$ cat config.mk
export PLATFORM = sky130hd
export DESIGN_NAME = burst_mapper
export DESIGN_NICKNAME = d
export VERILOG_FILES = /design/src/hdl/burst_pkg.sv /design/src/hdl/axi_chan_pkg.sv /design/src/hdl/burst_mapper.sv /design/src/hdl/response_filter.sv /design/src/hdl/wlast_fixup.sv /design/src/hdl/request_splitter.sv /design/src/hdl/burst_gearbox.sv
export VERILOG_INCLUDE_DIRS = /design/src /design/src/hdl
export SDC_FILE = /design/constraint.sdc
export NUM_CORES = 1
export LEC_CHECK = 0
export BUFFER_PORTS_ARGS = -buffer_cell sky130_fd_sc_hd__buf_4
export CAP_MARGIN = 20
export CORE_MARGIN = 10
export CORE_UTILIZATION = 49
export CTS_CLUSTER_DIAMETER = 100
export DETAILED_ROUTE_END_ITERATION = 6
export GPL_ROUTABILITY_DRIVEN = 0
export PLACE_DENSITY = 0.81
export SYNTH_ARGS = -nofsm -noshare
export SYNTH_HDL_FRONTEND = slang
export SYNTH_SLANG_ARGS = --single-unit
export TNS_END_PERCENT = 50
$ cat constraint.sdc
create_clock -name clk -period 5.06 [get_ports clk]
set_input_delay 0.506 -clock clk [delete_from_list [all_inputs] [get_ports clk]]
set_output_delay 0.506 -clock clk [all_outputs]
set_load 0.02 [all_outputs]
$ cat src/hdl/burst_map_params.svh
`ifndef BURST_MAP_PARAMS_SVH
`define BURST_MAP_PARAMS_SVH

// Line address width, addresses count whole data lines
`define BM_ADDR_W 26

// Source burst length field, stored as beats minus one (up to 256 beats)
`define BM_SRC_LEN_W 8

// Sink burst length field, stored as beats minus one (up to 16 beats)
`define BM_SINK_LEN_W 4

// Width of one data beat
`define BM_DATA_W 64

// Transaction id width
`define BM_ID_W 4

// Sink bursts never cross a page of this many lines
`define BM_PAGE_LINES 64

// Set to 1 when sink bursts must start on a multiple of their own size
`define BM_NATURAL_ALIGN 1

// Number of sink write burst lengths the write-last fixup can queue
`define BM_WLEN_FIFO_DEPTH 4

`endif
$ cat src/hdl/burst_pkg.sv
`include "burst_map_params.svh"

package burst_pkg;

    // Line index into memory
    typedef logic [`BM_ADDR_W-1:0] line_addr_t;

    // Burst lengths, both held as beats minus one
    typedef logic [`BM_SRC_LEN_W-1:0] src_len_t;
    typedef logic [`BM_SINK_LEN_W-1:0] sink_len_t;

    // One beat of read or write data
    typedef logic [`BM_DATA_W-1:0] data_t;

    // Transaction id, returned with every response
    typedef logic [`BM_ID_W-1:0] txn_id_t;

    // The gearbox is either waiting for a source burst or emitting sink bursts
    typedef enum logic {
        GB_IDLE,
        GB_SPLIT
    } gearbox_state_t;

endpackage

$ cat src/hdl/axi_chan_pkg.sv
package axi_chan_pkg;

    // Request as issued by the source, may span up to 256 beats
    typedef struct packed {
        burst_pkg::line_addr_t addr;
        burst_pkg::src_len_t   len;
        burst_pkg::txn_id_t    id;
    } src_req_t;

    // Request as seen by the sink
    // No_reply marks bursts injected by the mapper, i.e. every sink burst
    // except the one that finishes a source burst
    typedef struct packed {
        burst_pkg::line_addr_t addr;
        burst_pkg::sink_len_t  len;
        burst_pkg::txn_id_t    id;
        logic                  no_reply;
    } sink_req_t;

    // Write data beat, last closes a burst
    typedef struct packed {
        burst_pkg::data_t data;
        logic             last;
    } wbeat_t;

    // Read data beat
    // The sink copies no_reply from the request into each beat
    typedef struct packed {
        burst_pkg::data_t   data;
        burst_pkg::txn_id_t id;
        logic               last;
        logic               no_reply;
    } rbeat_t;

    // Write response, one per sink write burst
    typedef struct packed {
        burst_pkg::txn_id_t id;
        logic               no_reply;
    } bresp_t;

endpackage

$ cat src/hdl/burst_mapper.sv
`timescale 1ns/1ns

module burst_mapper
(
    input  logic                    clk,
    input  logic                    reset_n,
    // Source side
    input  axi_chan_pkg::src_req_t  src_ar,
    input  logic                    src_arvalid,
    output logic                    src_arready,
    input  axi_chan_pkg::src_req_t  src_aw,
    input  logic                    src_awvalid,
    output logic                    src_awready,
    input  axi_chan_pkg::wbeat_t    src_w,
    input  logic                    src_wvalid,
    output logic                    src_wready,
    output axi_chan_pkg::rbeat_t    src_r,
    output logic                    src_rvalid,
    input  logic                    src_rready,
    output axi_chan_pkg::bresp_t    src_b,
    output logic                    src_bvalid,
    input  logic                    src_bready,
    // Sink side
    output axi_chan_pkg::sink_req_t sink_ar,
    output logic                    sink_arvalid,
    input  logic                    sink_arready,
    output axi_chan_pkg::sink_req_t sink_aw,
    output logic                    sink_awvalid,
    input  logic                    sink_awready,
    output axi_chan_pkg::wbeat_t    sink_w,
    output logic                    sink_wvalid,
    input  logic                    sink_wready,
    input  axi_chan_pkg::rbeat_t    sink_r,
    input  logic                    sink_rvalid,
    output logic                    sink_rready,
    input  axi_chan_pkg::bresp_t    sink_b,
    input  logic                    sink_bvalid,
    output logic                    sink_bready
);

    logic aw_valid_raw;
    logic fifo_full;

    request_splitter rd_split
    (
        .clk        (clk),
        .reset_n    (reset_n),
        .src_req    (src_ar),
        .src_valid  (src_arvalid),
        .src_ready  (src_arready),
        .sink_req   (sink_ar),
        .sink_valid (sink_arvalid),
        .sink_ready (sink_arready)
    );

    // A write burst may only leave once its length has room in the fixup queue
    request_splitter wr_split
    (
        .clk        (clk),
        .reset_n    (reset_n),
        .src_req    (src_aw),
        .src_valid  (src_awvalid),
        .src_ready  (src_awready),
        .sink_req   (sink_aw),
        .sink_valid (aw_valid_raw),
        .sink_ready (sink_awready && !fifo_full)
    );

    // Full only rises on a push, so a shown request cannot be withdrawn
    assign sink_awvalid = aw_valid_raw && !fifo_full;

    wlast_fixup i_wlast_fixup
    (
        .clk         (clk),
        .reset_n     (reset_n),
        .aw_len      (sink_aw.len),
        .aw_push     (sink_awvalid && sink_awready),
        .fifo_full   (fifo_full),
        .src_w       (src_w),
        .src_wvalid  (src_wvalid),
        .src_wready  (src_wready),
        .sink_w      (sink_w),
        .sink_wvalid (sink_wvalid),
        .sink_wready (sink_wready)
    );

    response_filter i_response_filter
    (
        .clk         (clk),
        .reset_n     (reset_n),
        .ar_done     (src_arvalid && src_arready),
        .aw_done     (src_awvalid && src_awready),
        .sink_r      (sink_r),
        .sink_rvalid (sink_rvalid),
        .sink_rready (sink_rready),
        .src_r       (src_r),
        .src_rvalid  (src_rvalid),
        .src_rready  (src_rready),
        .sink_b      (sink_b),
        .sink_bvalid (sink_bvalid),
        .sink_bready (sink_bready),
        .src_b       (src_b),
        .src_bvalid  (src_bvalid),
        .src_bready  (src_bready)
    );

endmodule

$ cat src/hdl/response_filter.sv
`timescale 1ns/1ns

module response_filter
(
    input  logic                 clk,
    input  logic                 reset_n,
    input  logic                 ar_done,
    input  logic                 aw_done,
    input  axi_chan_pkg::rbeat_t sink_r,
    input  logic                 sink_rvalid,
    output logic                 sink_rready,
    output axi_chan_pkg::rbeat_t src_r,
    output logic                 src_rvalid,
    input  logic                 src_rready,
    input  axi_chan_pkg::bresp_t sink_b,
    input  logic                 sink_bvalid,
    output logic                 sink_bready,
    output axi_chan_pkg::bresp_t src_b,
    output logic                 src_bvalid,
    input  logic                 src_bready
);

    logic [31:0] rd_req_cnt;
    logic [31:0] rd_resp_cnt;
    logic [31:0] wr_req_cnt;
    logic [31:0] wr_resp_cnt;

    // Both channels are a plain pipeline stage that stalls with the source
    assign sink_rready = src_rready;
    assign sink_bready = src_bready;

    always_ff @(posedge clk)
    begin
        if (!reset_n)
        begin
            src_rvalid <= 1'b0;
            src_bvalid <= 1'b0;
        end
        else
        begin
            if (src_rready)
            begin
                src_rvalid <= sink_rvalid;
            end
            // Responses to injected write bursts vanish here
            if (src_bready)
            begin
                src_bvalid <= sink_bvalid && !sink_b.no_reply;
            end
        end
    end

    // The source never sees no_reply, and sees last only at its own burst end
    always_ff @(posedge clk)
    begin
        if (src_rready)
        begin
            src_r <= '{data: sink_r.data, id: sink_r.id,
                       last: sink_r.last && !sink_r.no_reply, no_reply: 1'b0};
        end
        if (src_bready)
        begin
            src_b <= '{id: sink_b.id, no_reply: 1'b0};
        end
    end

    // Source requests against completed source responses
    always_ff @(posedge clk)
    begin
        if (!reset_n)
        begin
            rd_req_cnt  <= '0;
            rd_resp_cnt <= '0;
            wr_req_cnt  <= '0;
            wr_resp_cnt <= '0;
        end
        else
        begin
            rd_req_cnt  <= rd_req_cnt + 32'(ar_done);
            wr_req_cnt  <= wr_req_cnt + 32'(aw_done);
            rd_resp_cnt <= rd_resp_cnt + 32'(src_rvalid && src_rready && src_r.last);
            wr_resp_cnt <= wr_resp_cnt + 32'(src_bvalid && src_bready);
        end
    end

    // More responses than requests means the sink lost the no_reply echo
    a_rd_resp_bound: assert property (@(posedge clk) disable iff (!reset_n)
        rd_resp_cnt <= rd_req_cnt);
    a_wr_resp_bound: assert property (@(posedge clk) disable iff (!reset_n)
        wr_resp_cnt <= wr_req_cnt);

endmodule

$ cat src/hdl/wlast_fixup.sv
`timescale 1ns/1ns

`include "burst_map_params.svh"

module wlast_fixup
(
    input  logic                 clk,
    input  logic                 reset_n,
    input  burst_pkg::sink_len_t aw_len,
    input  logic                 aw_push,
    output logic                 fifo_full,
    input  axi_chan_pkg::wbeat_t src_w,
    input  logic                 src_wvalid,
    output logic                 src_wready,
    output axi_chan_pkg::wbeat_t sink_w,
    output logic                 sink_wvalid,
    input  logic                 sink_wready
);

    localparam int DEPTH = `BM_WLEN_FIFO_DEPTH;
    localparam int PTR_W = $clog2(DEPTH);
    localparam int CNT_W = $clog2(DEPTH + 1);

    burst_pkg::sink_len_t len_mem [DEPTH];
    logic [PTR_W-1:0]     wr_ptr;
    logic [PTR_W-1:0]     rd_ptr;
    logic [CNT_W-1:0]     count;
    burst_pkg::sink_len_t beat_cnt;
    logic                 fifo_empty;
    logic                 out_adv;
    logic                 load;
    logic                 beat_end;
    logic                 pop;

    assign fifo_empty = (count == '0);
    assign fifo_full  = (count == CNT_W'(DEPTH));

    // Output register is free when empty or draining this cycle
    assign out_adv = !sink_wvalid || sink_wready;
    // Source data waits until the length of its sink burst is known
    assign src_wready = !fifo_empty && out_adv;
    assign load       = src_wvalid && src_wready;
    // This beat closes the burst at the head of the FIFO
    assign beat_end   = (beat_cnt == len_mem[rd_ptr]);
    assign pop        = load && beat_end;

    always_ff @(posedge clk)
    begin
        if (aw_push)
        begin
            len_mem[wr_ptr] <= aw_len;
        end
    end

    always_ff @(posedge clk)
    begin
        if (!reset_n)
        begin
            wr_ptr      <= '0;
            rd_ptr      <= '0;
            count       <= '0;
            beat_cnt    <= '0;
            sink_wvalid <= 1'b0;
        end
        else
        begin
            if (aw_push)
            begin
                wr_ptr <= wr_ptr + PTR_W'(1);
            end
            if (pop)
            begin
                rd_ptr <= rd_ptr + PTR_W'(1);
            end
            if (aw_push && !pop)
            begin
                count <= count + CNT_W'(1);
            end
            else if (pop && !aw_push)
            begin
                count <= count - CNT_W'(1);
            end
            if (load)
            begin
                beat_cnt <= beat_end ? '0 : beat_cnt + 1'b1;
            end
            if (out_adv)
            begin
                sink_wvalid <= load;
            end
        end
    end

    // The source last flag is replaced by the sink burst boundary
    always_ff @(posedge clk)
    begin
        if (load)
        begin
            sink_w <= '{data: src_w.data, last: beat_end};
        end
    end

    // The top level must hold back sink aw while the length queue is full
    a_no_push_full: assert property (@(posedge clk) disable iff (!reset_n)
        aw_push |-> !fifo_full);

endmodule

$ cat src/hdl/request_splitter.sv
`timescale 1ns/1ns

module request_splitter
(
    input  logic                   clk,
    input  logic                   reset_n,
    input  axi_chan_pkg::src_req_t  src_req,
    input  logic                   src_valid,
    output logic                   src_ready,
    output axi_chan_pkg::sink_req_t sink_req,
    output logic                   sink_valid,
    input  logic                   sink_ready
);

    logic                  new_req;
    logic                  accept;
    logic                  last_burst;
    burst_pkg::line_addr_t burst_addr;
    burst_pkg::sink_len_t  burst_len;
    burst_pkg::txn_id_t    id_q;

    // Take a new source burst once nothing is pending or the pending sink
    // burst is the final piece of the current one and it is leaving now
    assign src_ready = sink_ready && (!sink_valid || last_burst);
    assign new_req   = src_valid && src_ready;
    assign accept    = sink_valid && sink_ready;

    burst_gearbox i_gearbox
    (
        .clk        (clk),
        .reset_n    (reset_n),
        .new_req    (new_req),
        .req_addr   (src_req.addr),
        .req_len    (src_req.len),
        .accept     (accept),
        .last_burst (last_burst),
        .burst_addr (burst_addr),
        .burst_len  (burst_len)
    );

    // Sink valid only falls after the final piece when no new burst follows
    always_ff @(posedge clk)
    begin
        if (!reset_n)
        begin
            sink_valid <= 1'b0;
        end
        else if (src_ready)
        begin
            sink_valid <= src_valid;
        end
    end

    // The id is the only source field the gearbox does not track
    always_ff @(posedge clk)
    begin
        if (new_req)
        begin
            id_q <= src_req.id;
        end
    end

    // Injected bursts are every piece but the last one
    assign sink_req = '{addr: burst_addr, len: burst_len, id: id_q, no_reply: !last_burst};

    // A stalled sink request holds both its valid and its payload
    a_req_stable: assert property (@(posedge clk) disable iff (!reset_n)
        (sink_valid && !sink_ready) |=> (sink_valid && $stable(sink_req)));

endmodule

$ cat src/hdl/burst_gearbox.sv
`timescale 1ns/1ns

`include "burst_map_params.svh"

module burst_gearbox
(
    input  logic                  clk,
    input  logic                  reset_n,
    input  logic                  new_req,
    input  burst_pkg::line_addr_t req_addr,
    input  burst_pkg::src_len_t   req_len,
    input  logic                  accept,
    output logic                  last_burst,
    output burst_pkg::line_addr_t burst_addr,
    output burst_pkg::sink_len_t  burst_len
);

    // Remaining beats are counted directly, so one extra bit holds 256
    typedef logic [`BM_SRC_LEN_W:0] rem_t;

    burst_pkg::gearbox_state_t state_q;
    burst_pkg::line_addr_t     addr_q;
    rem_t                      remain_q;
    rem_t                      size;

    // Does a burst of 2**lg beats fit the remaining count, the alignment
    // rule and the page boundary when it starts at address a
    function automatic logic burst_fits(burst_pkg::line_addr_t a, rem_t n, int unsigned lg);
        rem_t beats;
        logic aligned;
        logic in_page;
        beats = rem_t'(1) << lg;
        aligned = (`BM_NATURAL_ALIGN == 0) ||
                  ((a & burst_pkg::line_addr_t'(beats - rem_t'(1))) == '0);
        // With natural alignment this never trips, it matters only without it
        in_page = ((a % `BM_PAGE_LINES) + beats) <= `BM_PAGE_LINES;
        return (beats <= n) && aligned && in_page;
    endfunction

    // Fit conditions are monotonic in size, so walking upward and keeping
    // the last size that fits picks the largest legal burst
    always_comb
    begin
        size = rem_t'(1);
        for (int unsigned i = 1; i <= `BM_SINK_LEN_W; i++)
        begin
            if (burst_fits(addr_q, remain_q, i))
            begin
                size = rem_t'(1) << i;
            end
        end
    end

    assign burst_addr = addr_q;
    assign burst_len  = burst_pkg::sink_len_t'(size - rem_t'(1));
    // The current burst drains everything that is left of the source burst
    assign last_burst = (state_q == burst_pkg::GB_SPLIT) && (remain_q == size);

    always_ff @(posedge clk)
    begin
        if (!reset_n)
        begin
            state_q  <= burst_pkg::GB_IDLE;
            remain_q <= '0;
        end
        else if (new_req)
        begin
            // A new source burst may arrive in the cycle the last sink burst goes
            state_q  <= burst_pkg::GB_SPLIT;
            remain_q <= rem_t'(req_len) + rem_t'(1);
        end
        else if (accept)
        begin
            remain_q <= remain_q - size;
            if (last_burst)
            begin
                state_q <= burst_pkg::GB_IDLE;
            end
        end
    end

    // Address only moves with a request or an accepted burst
    always_ff @(posedge clk)
    begin
        if (new_req)
        begin
            addr_q <= req_addr;
        end
        else if (accept)
        begin
            addr_q <= addr_q + burst_pkg::line_addr_t'(size);
        end
    end

    // Every emitted burst starts on a multiple of its own size
    a_burst_aligned: assert property (@(posedge clk) disable iff (!reset_n)
        (state_q == burst_pkg::GB_SPLIT && `BM_NATURAL_ALIGN != 0) |->
        ((burst_addr & burst_pkg::line_addr_t'(burst_len)) == '0));

endmodule

==> results.toml <==
[outcome]
status = "completed"

[floorplan]
start_util_pct = 49.49
io_pins = 448
dieArea_sq_um = 30030
core_sq_um = 23260
die_x_um = 173.3
chipHeight_um = 173.3
rows = 56

[yosys]
netlist_area_sq_um = 11510
synth_seq_area_share_pct = 62.42
synth_top_cell_by_area = "edfxtp_1"
yosys_warnings = 0
yosys_register_bits = 252
synth_flop_cell = "edfxtp_1"
synth.distinct_cells = 71
synth_top_area_share_pct = 55.81
avgSynthCellArea_sq_um = 12.56
ys_top_cells_by_area = "edfxtp_1, dfxtp_1, ha_1, nand2_1, xnor2_1"
netlist_instances = 917
synthArstFlopShare_pct = 0
synth-edff-count = 214

[power]
p_sw_share_pct = 28.82
seqPwrFrac_pct = 44.2
switchingPower_mw = 1.691
ir_worst_vdd_mv = 0.2286
combPwrFrac_pct = 22.8
p_per_area_nw_per_um2 = 365.8
power.total_mw = 5.866
p_leak_nw = 6.478
power_frac_clock_pct = 32.9
p_int_mw = 4.175

[final_layout]
layout_common_cells = "buf_4, edfxtp_1, nand2_1, o21ai_0, ha_1"
syn2layout_area_growth_pct = 39.28
multi_input_area_sq_um = 4009
drive_gt1_share_pct = 36.79
nFillCells = 1722
nets = 1645
final_common_cell = "buf_4"
regArea_sq_um = 7187
final_area_sq_um = 16040

[global_route]
antenna_found_initial = 4
grtUsageMet1_pct = 26.70
busiest_layer = "met2"
overflow = 0
use_met3_pct = 6.948
grt_max_degree = 72
grt_util_met2_pct = 42.66
grt_pass1_vias = 9164
grt_pass1_wl_mm = 55.67
grt_usage_pct = 23.64

[timing]
slew_violations = 0
post-route-period-util_pct = 91.38
tightest_slew_ns = 0.9733
fmax_mhz = 216.3
final.setup.tns_ns = 0
setup_viol = 0
min_period_ns = 4.624
slew_headroom_pct = 34.83
rsz0062_at_grt = "no"
skew_ns = 0.01868
hold_violations = 0

[drt]
via_per_inst = 5.427
routed_wl_mm = 37.89
drtAntennaViolNets = 0
vias = 9297
drc = 0
routedWlPerCell_um = 22.12
dr.pass1.iters = 4
first_iter_violations = 651

[job]
cap_violations = 0

[critical_path]
r2r-end = "wr_split.i_gearbox.burst_addr[19]$_DFFE_PP_"
timing_worst_setup_path_type = "reg -> out"
path_cells = "or4_1 > nor4_1 > a2111oi_0 > nand2b_1 > or2_2 > ha_1 > nand3_1 > or2_2 > or3_1 > a21oi_1 > buf_4"
cp.buffers_inverters = 1
cp_max_fo = 9
r2r_cells = 13
cp_slowest_cell = "or4_1"
crit_path_start_kind = "flop"
crit_path_frequent_cell = "or2_2"
worst_ep_required_time_ns = 4.55
crit_cells = 11
end_kind = "output pin"
max_stage_delay_ns = 0.71
arrival_ns = 4.12
r2r-start = "wr_split.i_gearbox.burst_addr[2]$_DFFE_PP_"
regToRegSetupSlack_ns = 0.56
critPathTopFamily = "simple AND/OR/NAND/NOR gates"

[clock_network]
clk_path_buf_depth = 3
cts_setup_buffers = 0
clk_pin_slew_worst_paths_ns = 0.06
cts_buffers = 27
htreeDepth = 1
cts_sinks = 252
clock_latency_ns = 0.53
cts_root_buf = "clkbuf_16"
ctsHoldBuffers = 0
cts_tree = "built"
ctsResizeCount = 0

[min_path]
hold_start = "sink_r[11]"
min_path_cells = 1
min_to = "i_response_filter.src_r[11]$_DFFE_PP_"
hold_path.class = "in -> reg"

[placed_design]
dp_hpwl_mm = 29.16
dpl-instance-area_sq_um = 15160
numPortBuffers = 444
-- power by group through the flow --
stage          Combinational [mW]  Sequential (mW)  Clock [mW]
6_report                     1.34             2.59        1.93
5_1_grt                      1.46             2.62        2.05
4_1_cts                      1.34             2.59        1.97
3_5_place_dp                 1.33             2.63           0
3_3_place_gp                 1.30             2.62           0
2_1_floorplan               0.615             2.77           0
-- synth_stat cells (all sizes together) (5+ instances only) --
cell type  number
a211oi         15
a21o            5
a21oi          36
a311oi          5
a31oi          14
and2            9
and3            7
and4            6
buf            15
clkbuf         16
dfxtp          38
edfxtp        214
fa              5
ha             44
inv            42
mux2i          11
nand2          82
nand2b          6
nand3          32
nand4          22
nor2           44
nor2b           9
nor3            8
nor4           12
o21a           12
o21ai          54
o31ai           8
or2             6
or3            18
or4            11
xnor2          34
xor2           24
-- final cells by class --
class                   instances  area share [%]
flip-flops and latches        252           44.82
multi-input cells             591           25.00
repair buffers                452           21.16
clock buffers                  38           4.658
well taps                     319           2.489
inverters                      44           1.061
clock inverters                12          0.7412
diodes                          5         0.07802
-- per-stage QoR --
| stage | hold WS, ns | std cells | util, % | setup WS (ns) |
|---|---|---|---|---|
| detailed placement | 0.4708 | 1658 | 65.16 | 0.6008 |
| CTS | 0.1223 | 1708 | 68.88 | 0.4486 |
| floorplan | 0.4451 | 918 | - | 0.4507 |
| global placement | 0.4557 | 1658 | 65.16 | 0.9118 |
| global route | 0.1208 | 1713 | 68.94 | 0.1041 |
| finish | 0.1488 | 1713 | 68.94 | 0.4363 |
-- logic make-up after synthesis --
kind of cell / count (synthesis) / share of synthesized area (%)
multiplexers: 14 / 1.445
AO/OA/AOI/OAI: 181 / 10.23
AND/OR/NAND/NOR: 287 / 13.00
XOR/XNOR: 58 / 4.412
flip-flops: 252 / 62.42
other: 1 / 0.03257
buffers and inverters: 75 / 2.815
adder cells (fa/ha/maj): 49 / 5.651
-- layer usage --
metal / part of all wire, % / up-vias
li1: - / 4361
met1: 38 / 4536
met2: 52 / 355
met3: 7.7 / 45
met4: 1.9 / 0
met5: 0 / -
-- worst max-delay path by stage --
stage	startpoint	endpoint	slack [ns]
6_report	rd_split.i_gearbox.remain_q[5]$_SDFFE_PN0P_	src_arready	0.44
5_1_grt	wr_split.i_gearbox.burst_addr[1]$_DFFE_PP_	wr_split.i_gearbox.burst_addr[19]$_DFFE_PP_	0.10
4_1_cts	rd_split.i_gearbox.remain_q[5]$_SDFFE_PN0P_	src_arready	0.45
3_5_place_dp	wr_split.i_gearbox.burst_addr[2]$_DFFE_PP_	wr_split.i_gearbox.burst_addr[19]$_DFFE_PP_	0.60
3_3_place_gp	wr_split.i_gearbox.burst_addr[3]$_DFFE_PP_	wr_split.i_gearbox.burst_addr[6]$_DFFE_PP_	0.91
2_1_floorplan	wr_split.i_gearbox.burst_addr[3]$_DFFE_PP_	wr_split.i_gearbox.burst_addr[0]$_DFFE_PP_	0.45
-- state kept, by name, summed over array words and instances (netlist names), 9 cells and up, named ones only --
name                           flops
i_wlast_fixup.len_mem             16
rd_split.i_gearbox.remain_q        9
rd_split.i_gearbox.burst_addr     26
wr_split.i_gearbox.remain_q        9
wr_split.i_gearbox.burst_addr     26
i_wlast_fixup.sink_w              65
i_response_filter.src_r           69
Power figures use the tool's default switching activity.
